===== config.mk =====
export PLATFORM = sky130hd
export DESIGN_NAME = alu
export DESIGN_NICKNAME = d
export VERILOG_FILES = /design/src/common/cpu_pkg.sv /design/src/source/alu.sv
export SDC_FILE = /design/constraint.sdc
export NUM_CORES = 1
export LEC_CHECK = 0
export BUFFER_PORTS_ARGS = -buffer_cell sky130_fd_sc_hd__buf_2
export CORE_UTILIZATION = 45
export DETAILED_ROUTE_END_ITERATION = 10
export PLACE_DENSITY = 0.67
export SLEW_MARGIN = 20
export SYNTH_ARGS = -nofsm -noshare
export SYNTH_HDL_FRONTEND = slang
export SYNTH_SLANG_ARGS = --single-unit
export TNS_END_PERCENT = 10

===== constraint.sdc =====
create_clock -name vclk -period 7.2
set_input_delay 1.44 -clock vclk [all_inputs]
set_output_delay 1.44 -clock vclk [all_outputs]
set_load 0.02 [all_outputs]

===== src/common/cpu_pkg.sv =====
package cpu_pkg;

    localparam int WORD_W = 32;
    localparam int REG_ADDR_W = 4;
    localparam int FUNCT_W = 5;

    // instruction field positions
    localparam int OPC_HI = 31;
    localparam int OPC_LO = 29;
    localparam int RS_HI = 28;
    localparam int RS_LO = 25;
    localparam int RT_HI = 24;
    localparam int RT_LO = 21;
    localparam int RD_HI = 20;
    localparam int RD_LO = 17;
    localparam int IMM16_HI = 20;
    localparam int IMM16_LO = 5;
    localparam int IMM23_HI = 24;
    localparam int IMM23_LO = 2;
    localparam int FUNCT_HI = 4;
    localparam int FUNCT_LO = 0;
    localparam int FUNCT2_HI = 1;
    localparam int FUNCT2_LO = 0;

    // bit positions inside funct, and the wait flag of the control instruction
    localparam int IMM_SEL_BIT = 4;
    localparam int STORE_BIT = 0;
    localparam int WAIT_BIT = 28;

    typedef enum logic [2:0] {
        OP_ALU       = 3'd0,
        OP_MEM       = 3'd1,
        OP_BRANCH    = 3'd2,
        OP_STACK     = 3'd3,
        OP_MOVE      = 3'd4,
        OP_CTRL      = 3'd5,
        OP_STACK_ALU = 3'd6,
        OP_TERM      = 3'd7
    } opcode_t;

    // encoding matches funct[2:0] of the ALU instructions
    typedef enum logic [2:0] {
        ALU_ADD = 3'd0,
        ALU_SUB = 3'd1,
        ALU_AND = 3'd2,
        ALU_OR  = 3'd3,
        ALU_XOR = 3'd4,
        ALU_SLL = 3'd5,
        ALU_SRA = 3'd6,
        ALU_SRL = 3'd7
    } alu_op_t;

    typedef enum logic [1:0] {
        COND_ALWAYS = 2'd0,
        COND_ZERO   = 2'd1,
        COND_POS    = 2'd2,
        COND_NEG    = 2'd3
    } branch_cond_t;

    typedef enum logic [2:0] {
        ST_FETCH     = 3'd0,
        ST_DECODE    = 3'd1,
        ST_EXECUTE   = 3'd2,
        ST_MEMORY    = 3'd3,
        ST_WRITEBACK = 3'd4,
        ST_TERM      = 3'd5
    } cpu_state_t;

endpackage


===== src/source/alu.sv =====
`timescale 1ns/1ps

module alu (
    input  logic [cpu_pkg::WORD_W-1:0] op_a,
    input  logic [cpu_pkg::WORD_W-1:0] op_b,
    input  cpu_pkg::alu_op_t           op,
    output logic [cpu_pkg::WORD_W-1:0] result
);

    logic [4:0] shamt;

    // shifts only look at the low five bits
    assign shamt = op_b[4:0];

    always_comb
    begin
        case (op)
            cpu_pkg::ALU_ADD:
                result = op_a + op_b;
            cpu_pkg::ALU_SUB:
                result = op_a - op_b;
            cpu_pkg::ALU_AND:
                result = op_a & op_b;
            cpu_pkg::ALU_OR:
                result = op_a | op_b;
            cpu_pkg::ALU_XOR:
                result = op_a ^ op_b;
            cpu_pkg::ALU_SLL:
                result = op_a << shamt;
            cpu_pkg::ALU_SRA:
                result = $signed(op_a) >>> shamt;
            cpu_pkg::ALU_SRL:
                result = op_a >> shamt;
            default:
                result = op_a + op_b;
        endcase
    end

endmodule


# [Word level (Yosys, flattened, before mapping)]
# Index checks and enable logic that the tools add are counted.
[totals] out_inout_bits=32 reg_bits=0
[classes] n_shift=3 bitwise=3 n_addsub=2 mux=1 n_eq_ne=7 n_reduce_logical=1
[op_table] op="$pmux 32 s8" n=1
[op_table] op="$add 32x32->32" n=1
[op_table] op="$and 32x32->32" n=1
[op_table] op="$or 32x32->32" n=1
[op_table] op="$shl 32x5->32" n=1
[op_table] op="$shr 32x5->32" n=1
[op_table] op="$sshr 32x5->32" n=1
[op_table] op="$sub 32x32->32" n=1
[op_table] op="$xor 32x32->32" n=1
[op_table] op="$eq 3x3->1 const B" n=4
[op_table] op="$eq 3x2->1 const B" n=2
[op_table] op="$eq 3x1->1 const B" n=1
[op_table] op="$logic_not 3->1" n=1

# [Depth between registers and ports, before layout]
# Gate-level depths: netlist (run 1).
[logic_depth] ltp_word=2 ltp_mapped=22

# [Worst setup path after synthesis (run 1)]
# OpenSTA, ideal clock, no wires.
[synth_timing] kind="input to output" startpoint="input port op_b[0] in the netlist's numbering" endpoint="output port result[28] in the netlist's numbering" arrival_time_ns=5.794 required_ns=5.760 setup_slack_ns=-0.034 n_path_buf=5 stages=20 cell_sequence="buf_4 buf_4 buf_4 buf_2 inv_1 ha_1 nand2_1 or4_4 or2_1 o21ai_0 xnor2_1 ha_1 clkbuf_1 o21ai_0 a22oi_1 and4_1 o21ai_0 a21boi_0 o21bai_1 o311ai_0"
[synth_via] elab_chain_cells=2 elab_cells_between_ends=6
[synth_rtl] element="from (decl)" line_no="alu.sv:5" source="input logic [cpu_pkg::WORD_W-1:0] op_b,"
[synth_rtl] element="$sub 32x32->32, or another cell as far along" line_no="alu.sv:21" source="result = op_a - op_b;"
[synth_rtl] element="$pmux 32 s8 *" line_no="alu.sv:17" source="case (op)"
[synth_rtl] element="to (decl)" line_no="alu.sv:7" source="output logic [cpu_pkg::WORD_W-1:0] result"
# Every way passes the cells marked *; elsewhere a longest branch is shown, timed or not.

# [Worst setup path in the final report (run 1)]
[layout_timing] startpoint="input port op_b[5] in the netlist's numbering" endpoint="output port result[27] in the netlist's numbering"
[layout_via] elab_chain_cells=2 elab_cells_between_ends=3
[layout_rtl] element="$sub 32x32->32 / $add 32x32->32 (equally long branches)"
[layout_rtl] element="$pmux 32 s8 *" line_no="alu.sv:17"
# Marks and branches as above.

==> metrics.yaml, run 1 <==
logic_synthesis:
  synth_top_family_by_area: "compound AO/OA/AOI/OAI gates"
  seq_area_frac_synth: 0
  synth_area_sq_um: 7820
  synth_nets: 1266
  synth_area_leaders: "mux4_2, ha_1, nor2_1"
  syn_area_per_cell_sq_um: 7.10
  synthDistinctLibCells: 73
  synth-compound-area-share: 0.298
  synthCells: 1101
  yosysWarnings: 0
  synth_top_area_cell: "mux4_2"
  synth_commonest_cells: "nor2_1, a21oi_1, ha_1"
  post_synth_and_or_nand_nor_area_fraction: 0.198
  synth_fa_ha_area_frac: 0.158
  netlist.area_leader.share: 0.156
  yosys.cell_count.top_type: "nor2_1"
  yosys.area_share.xor_xnor: 0.0515
  synth_mux_area_frac: 0.217
cells_and_area:
  final_area_sq_um: 8590
  final_cells: 1376
  area_delta_synth_final_pct: 9.79
  n_clock_buffer: 0
  seqCellArea_sq_um: 0
  fill_cells: 1723
  design.seq.count: 0
  layout-drive-gt1-share: 0.189
  antenna_cells: 0
  fin_nets: 1323
setup_path:
  cp-start-kind: "input pin"
  critPathBufInv: 2
  crit_cells: 16
  cp.required_ns: 5.76
  crit_type: "in2out"
  worst-path-max-fanout: 5
  cp-end-kind: "output pin"
  crit_family: "simple AND/OR/NAND/NOR gates"
  worstPathCellList: "buf_2 > or4_4 > nand2b_4 > or4_4 > o21ai_0 > xnor2_1 > ha_1 > a21oi_1 > o2111ai_1 > a311oi_1 > nor4_2 > o31ai_1 > nand3b_1 > nand4_1 > o311ai_0 > buf_2"
  crit_arrival_ns: 5.59
  slowest_stage: "or4_4"
  cpPeakStageDelay_ns: 0.55
detailed_routing:
  vias: 9224
  totalWireLength_um: 32200
  drt_iter0_drc: 1166
  routedWlPerCell_um: 23.4
  drc: 0
  firstDrtPassIters: 9
  via_per_inst: 6.70
  ant_nets: 0
sta:
  setup_viol: 0
  worst_pin_slew_ns: 1.06
  finalCritPeriodShare: 0.976
  maxClockFrequency_ghz: 0.142
  slew_viol_final: 0
  hold_viol_final: 0
  relSlewSlack: 0.291
  rsz0062_at_grt: "true"
  finalCriticalPeriod_ns: 7.03
  timing.hold.ws_ns: 3.49
outcome:
  outcome: "completed"
hold_path:
  hold_end: "result[11]"
  min_path_type: "in2out"
  hold_start: "op_b[11]"
  min_path_cells: 6
floorplan:
  die-width_um: 134
  die_area_sq_um: 17900
  io_pins: 99
  coreArea_sq_um: 16800
  start_util: 0.467
  fp.dieH_um: 134
  rows: 47
grt:
  grt_pass1_vias: 8408
  antenna_found_initial: 0
  grt_max_degree: 65
  grt-ovfl-total: 0
  grt_pass1_wl_um: 48800
  track_usage: 0.350
flow_run:
  maxCapViolations: 0
pwr:
  ir_worst_vdd_uv: 50.1
  power_density_nw_per_um2: 91.3
  p_leak_nw: 3.79
place:
  io_buffers: 99
  dpl.hpwl_um: 24500
  placed_area_sq_um: 8570
  placedCellCount: 1376
  place_congestion: 1.02
clocking:
  post-cts-setup-buffers: 0
[repair_timing]
action / CTS / global route
endpoints found under the setup margin: 0 / 5
hold buffers: 0 / 0
resized for setup: 0 / 5
[metrics by stage]
step / util / setup WS (ns) / TNS [ns] / power, mW
6_report: 0.512 / 0.172 / 0 / 0.784
3_3_place_gp: 0.511 / 0.121 / 0 / 0.753
2_1_floorplan: - / -0.0185 / -0.0185 / 0.516
3_5_place_dp: 0.511 / 0.00931 / 0 / 0.757
5_1_grt: 0.512 / -0.00689 / -0.00689 / 0.840
4_1_cts: 0.511 / 0.00451 / 0 / 0.761
[per-layer routing]
| layer | track usage | vias to the layer above | part of all wire |
|---|---|---|---|
| met5 | 0 | - | 0 |
| met4 | 0.0808 | 0 | 0.027 |
| met3 | 0.0404 | 74 | 0.11 |
| met2 | 0.554 | 575 | 0.44 |
| met1 | 0.505 | 4338 | 0.42 |
| li1 | - | 4237 | - |
[cells by family (layout without fill, tap and decap cells)]
group	Yosys count	count (layout)
AO/OA/AOI/OAI	368	368
AND/OR/NAND/NOR	332	332
buffers and inverters	156	211
multiplexers	101	101
adder cells (fa/ha/maj)	98	98
XOR/XNOR	46	46
[where the power goes]
part	internal (mW)	switching (mW)
combinational	0.300	0.483
sequential	0	0
clock	0	0
total	0.300	0.483
[layout by cell type, fill, tap and decap left out, types with 11 or more instances in the layout]
master,synthesis,layout
nor2_1,151,150
a21oi_1,113,112
buf_2,10,98
ha_1,97,97
o21ai_0,90,87
inv_1,69,69
nand2_1,68,68
mux4_2,54,54
buf_4,3,40
xnor2_1,38,38
mux2i_1,38,38
nor3_1,23,22
a21o_1,19,19
a221oi_1,19,19
nand3_1,18,18
o211ai_1,16,16
o22ai_1,13,13
or3_1,11,11
[how the worst max path moves through the flow]
stage,start,slack [ns],end
2_1_floorplan,op_b[0],-0.02,result[27]
3_3_place_gp,op_b[5],0.12,result[31]
3_5_place_dp,op_b[5],0.009,result[31]
4_1_cts,op_b[5],0.005,result[31]
5_1_grt,op_b[5],-0.007,result[31]
6_report,op_b[5],0.17,result[27]
[final cells by class]
cell class	instances	area [sq um]	share of cell area
Multi-Input combinational cell	945	7250	0.844
Timing Repair Buffer	138	791	0.0921
Tap cell	220	275	0.0321
Inverter	73	274	0.0319
No activity file was read; power rests on OpenSTA's default activity.
==> run 2, diff against run 1 <==
--- a/config.mk
+++ b/config.mk
@@ -5,10 +5,9 @@
 export SDC_FILE = /design/constraint.sdc
 export NUM_CORES = 1
 export LEC_CHECK = 0
-export BUFFER_PORTS_ARGS = -buffer_cell sky130_fd_sc_hd__buf_2
 export CORE_UTILIZATION = 45
 export DETAILED_ROUTE_END_ITERATION = 10
-export PLACE_DENSITY = 0.67
+export DONT_BUFFER_PORTS = 1
 export SLEW_MARGIN = 20
 export SYNTH_ARGS = -nofsm -noshare
 export SYNTH_HDL_FRONTEND = slang
==> run 2 against run 1 <==
  * Fmax rose by 1.3%
  * Sequential share of layout area stayed put
  * Critical endpoint is now result[31]
  * Critical path depth did not move
==> metrics.yaml, run 2 (synthesized netlist as in run 1, its figures left out) <==
grt:
  grt-ovfl-total: 0  # unchanged
  grt_pass1_vias: 7902  # -6.0%
  grt_pass1_wl_um: 48200  # -1.4%
  antenna_found_initial: 0  # unchanged
  grt_max_degree: 83  # +28%
  track_usage: 0.348  # -0.00201
clocking:
  post-cts-setup-buffers: 0  # unchanged
  cts_hold_buf: 0  # unchanged
  cts_resized: 0  # unchanged
sta:
  setup_viol: 0  # unchanged
  relSlewSlack: 0.325  # +0.0339
  slew_viol_final: 0  # unchanged
  rsz0062_at_grt: "false"
  timing.hold.ws_ns: 3.14  # -0.355 ns
  finalSetupTns_ns: 0  # unchanged
  hold_viol_final: 0  # unchanged
  finalCritPeriodShare: 0.964  # -0.0121
  maxClockFrequency_ghz: 0.144  # +1.3%
  setup_slack_ns: 0.259  # +0.0873 ns
  worst_pin_slew_ns: 1.01  # -0.0507 ns
  finalCriticalPeriod_ns: 6.94  # -0.0873 ns
setup_path:
  worst-path-max-fanout: 6  # +1
  crit_arrival_ns: 5.50  # -0.09 ns
  crit_type: "in2out"
  cp.required_ns: 5.76  # about the same
  cp-startpoint: "op_b[6]"
  cp-start-kind: "input pin"
  cp-end-kind: "output pin"
cells_and_area:
  fill_cells: 1749  # +1.5%
  fin_nets: 1213  # -8.3%
  seqCellArea_sq_um: 0  # unchanged
  area_delta_synth_final_pct: 2.13
  final_cell_mix: "nor2_1, a21oi_1, ha_1"
  antenna_cells: 0  # unchanged
  multi_input_comb_area_sq_um: 7230  # -0.26%
  post-route-util: 0.477  # -0.0358
  n_clock_buffer: 0  # unchanged
  layout-drive-gt1-share: 0.102  # -0.0872
  design.seq.count: 0  # unchanged
  mostFrequentLayoutCell: "nor2_1"
flow_run:
  maxCapViolations: 0  # unchanged
detailed_routing:
  ant_nets: 0  # unchanged
  vias: 8839  # -4.2%
  drc: 0  # unchanged
  drt_iter0_drc: 1259  # +8.0%
  firstDrtPassIters: 8  # -1
  routedWlPerCell_um: 25.1  # +7.3%
  totalWireLength_um: 31800  # -1.3%
  via_per_inst: 6.98  # +4.2%
outcome:
  outcome: "completed"
floorplan:
  start_util: 0.467  # unchanged
  coreArea_sq_um: 16800  # unchanged
  io_pins: 99  # unchanged
  fp.dieH_um: 134  # unchanged
  rows: 47  # unchanged
  die-width_um: 134  # unchanged
  die_area_sq_um: 17900  # unchanged
pwr:
  p_leak_nw: 3.33  # -12%
  p_total_mw: 0.657  # -16%
  ir_worst_vdd_uv: 49.2  # -1.9%
  power_density_nw_per_um2: 82.3  # -9.8%
hold_path:
  min_path_type: "in2out"
  hold_start: "op_b[4]"
place:
  io_buffers: 0  # -100%
  dpl.hpwl_um: 24000  # -2.1%
  place_congestion: 1.01  # -0.21%
  dp_slack_ns: 0.344  # +0.335 ns
[run 2: area by class of cell]
cell class | instances | share of cell area
tap | 220 | 0.0345
inverter | 73 | 0.0343
multi-input combinational | 945 | 0.905
timing repair buffer | 28 | 0.0263
[run 2: power breakdown]
part | leakage [nW] | switching, mW | total (mW) | internal, mW
sequential | 0 | 0 | 0 | 0
combinational | 3.33 | 0.388 | 0.657 | 0.269
clock | 0 | 0 | 0 | 0
[run 2: layer usage]
layer,GRT usage,up-vias,share of wire
li1,-,4013,-
met1,0.512,4202,0.43
met2,0.523,547,0.43
met3,0.0605,77,0.11
met4,0.0777,0,0.028
met5,0,-,0
[run 2: worst paths after layout]
kind          to  slack (ns)  depth (start not counted)
max   result[31]        0.26                         16
min    result[1]        3.14                          2
[run 2: worst max-delay path, cell delays in order]
cell and delay, ns:
or4_4 0.55, nand2b_4 0.17, or4_4 0.44, or2_1 0.28, nand3b_4 0.21, nor4_4 0.24
a31oi_1 0.15, xnor2_1 0.14, ha_1 0.35, a21oi_1 0.29, o21bai_1 0.10, a21oi_1 0.22
o21a_1 0.16, mux2i_1 0.08, a221oi_1 0.38, nand3_1 0.29
[run 2: through the flow]
step	area (sq um)	std cells
floorplan	7820	1101
global placement	7990	1266
detailed placement	7990	1266
CTS	7990	1266
global route	7990	1266
finish	7990	1266
==> run 3, diff against run 2 <==
--- a/config.mk
+++ b/config.mk
@@ -5,9 +5,11 @@
 export SDC_FILE = /design/constraint.sdc
 export NUM_CORES = 1
 export LEC_CHECK = 0
+export CAP_MARGIN = 20
 export CORE_UTILIZATION = 45
 export DETAILED_ROUTE_END_ITERATION = 10
 export DONT_BUFFER_PORTS = 1
+export RECOVER_POWER = 25
 export SLEW_MARGIN = 20
 export SYNTH_ARGS = -nofsm -noshare
 export SYNTH_HDL_FRONTEND = slang
==> run 3 against run 2 <==
  * Sequential cell count is the same
  * Total power hardly changed
  * Non-clock buffer count is the same
  * Clock-buffer cell count stayed put
  * Critical endpoint is now result[29]
  * Largest cell class unchanged
==> metrics.yaml, run 3 (synthesized netlist as in run 1, its figures left out) <==
detailed_routing:
  routedWlPerCell_um: 25.1  # about the same
  route.met3.wl_um: 3520  # -2.1%
  top_layer: "met4"
  firstDrtPassIters: 6  # -2
  ant_nets: 0  # unchanged
  drc: 0  # unchanged
  totalWireLength_um: 31800  # about the same
  met1_length_um: 13700  # +0.63%
  drt_iter0_drc: 1232  # -2.1%
  via_per_inst: 6.96  # -0.25%
  dr_wl_met2_um: 13700  # about the same
  vias: 8817  # -0.25%
place:
  placedCellCount: 1266  # unchanged
  placed_area_sq_um: 7990  # unchanged
  dp_slack_ns: 0.344  # unchanged
  io_buffers: 0  # unchanged
  dpl.hpwl_um: 24000  # unchanged
  place_congestion: 1.01  # unchanged
pwr:
  p_leak_nw: 3.33  # -0.12%
  power_density_nw_per_um2: 82.4  # about the same
  ir_worst_vdd_uv: 49.2  # about the same
setup_path:
  cp.required_ns: 5.76  # about the same
  cp-start-kind: "input pin"
  crit_type: "in2out"
  crit_arrival_ns: 5.47  # -0.03 ns
  cp-end-kind: "output pin"
  worst-path-max-fanout: 6  # unchanged
grt:
  track_usage: 0.348  # unchanged
  grt_pass1_vias: 7902  # unchanged
  grt_max_degree: 83  # unchanged
  grt_pass1_wl_um: 48200  # unchanged
  antenna_found_initial: 0  # unchanged
  grt-ovfl-total: 0  # unchanged
cells_and_area:
  design.seq.count: 0  # unchanged
  fin_nets: 1213  # unchanged
  layout-drive-gt1-share: 0.101  # -0.000956
  fill_cells: 1748  # -0.057%
  area_delta_synth_final_pct: 2.08  # about the same
  final_cells: 1266  # unchanged
  final_cell_mix: "nor2_1, a21oi_1, ha_1"
  antenna_cells: 0  # unchanged
  seqCellArea_sq_um: 0  # unchanged
  final_area_sq_um: 7980  # about the same
  n_clock_buffer: 0  # unchanged
  mostFrequentLayoutCell: "nor2_1"
sta:
  maxClockFrequency_ghz: 0.145  # +0.46%
  timing.hold.ws_ns: 3.13  # -0.00753 ns
  hold_viol_final: 0  # unchanged
  rsz0062_at_grt: "false"
  finalCriticalPeriod_ns: 6.91  # -0.0317 ns
  slew_viol_final: 0  # unchanged
  relSlewSlack: 0.317  # -0.00799
  finalCritPeriodShare: 0.960  # -0.00441
  setup_viol: 0  # unchanged
  setup_slack_ns: 0.291  # +0.0317 ns
  worst_pin_slew_ns: 1.02  # +0.0119 ns
floorplan:
  start_util: 0.467  # unchanged
  die_area_sq_um: 17900  # unchanged
  io_pins: 99  # unchanged
  coreArea_sq_um: 16800  # unchanged
  die-width_um: 134  # unchanged
  fp.dieH_um: 134  # unchanged
  rows: 47  # unchanged
hold_path:
  min_path_type: "in2out"
flow_run:
  maxCapViolations: 0  # unchanged
clocking:
  cts_resized: 0  # unchanged
  cts_hold_buf: 0  # unchanged
  post-cts-setup-buffers: 0  # unchanged
outcome:
  outcome: "completed"
==> run 3: worst paths after layout <==
path | startpoint | endpoint | slack, ns | depth (start not counted)
max | op_b[6] | result[29] | 0.29 | 16
min | op_b[4] | result[1] | 3.13 | 2
==> run 3: layout make-up <==
| type | instances | area, sq um | area share |
|---|---|---|---|
| well taps | 220 | 275 | 0.0345 |
| multi-input cells | 945 | 7230 | 0.905 |
| repair buffers | 28 | 206 | 0.0259 |
| inverters | 73 | 274 | 0.0343 |
==> run 3: metrics by stage <==
stage               TNS, ns   util  total power [mW]
finish                    0  0.476             0.658
global route              0  0.476             0.711
CTS                       0  0.477             0.641
detailed placement        0  0.477             0.637
global placement          0  0.477             0.637
floorplan           -0.0185      -             0.516
==> run 3: per-layer routing <==
layer,up-vias,track usage
met1,4176,0.512
li1,4011,-
met5,-,0
met4,0,0.0777
met2,548,0.523
met3,82,0.0605
==> run 3: critical path: stages <==
cell      delay (ns)
or4_4           0.55
nand2b_4        0.17
or4_4           0.44
or2_1           0.28
nand3b_4        0.21
nor4_4          0.24
a31oi_1         0.15
xnor2_1         0.14
ha_1            0.37
and2_1          0.22
and3_1          0.21
nand4_1         0.09
o21ai_0         0.32
mux2i_1         0.22
o311ai_0        0.20
buf_4           0.21
==> run 3: power by group <==
group	switching [mW]	internal (mW)	leakage, nW
clock	0	0	0
sequential	0	0	0
combinational	0.389	0.269	3.33
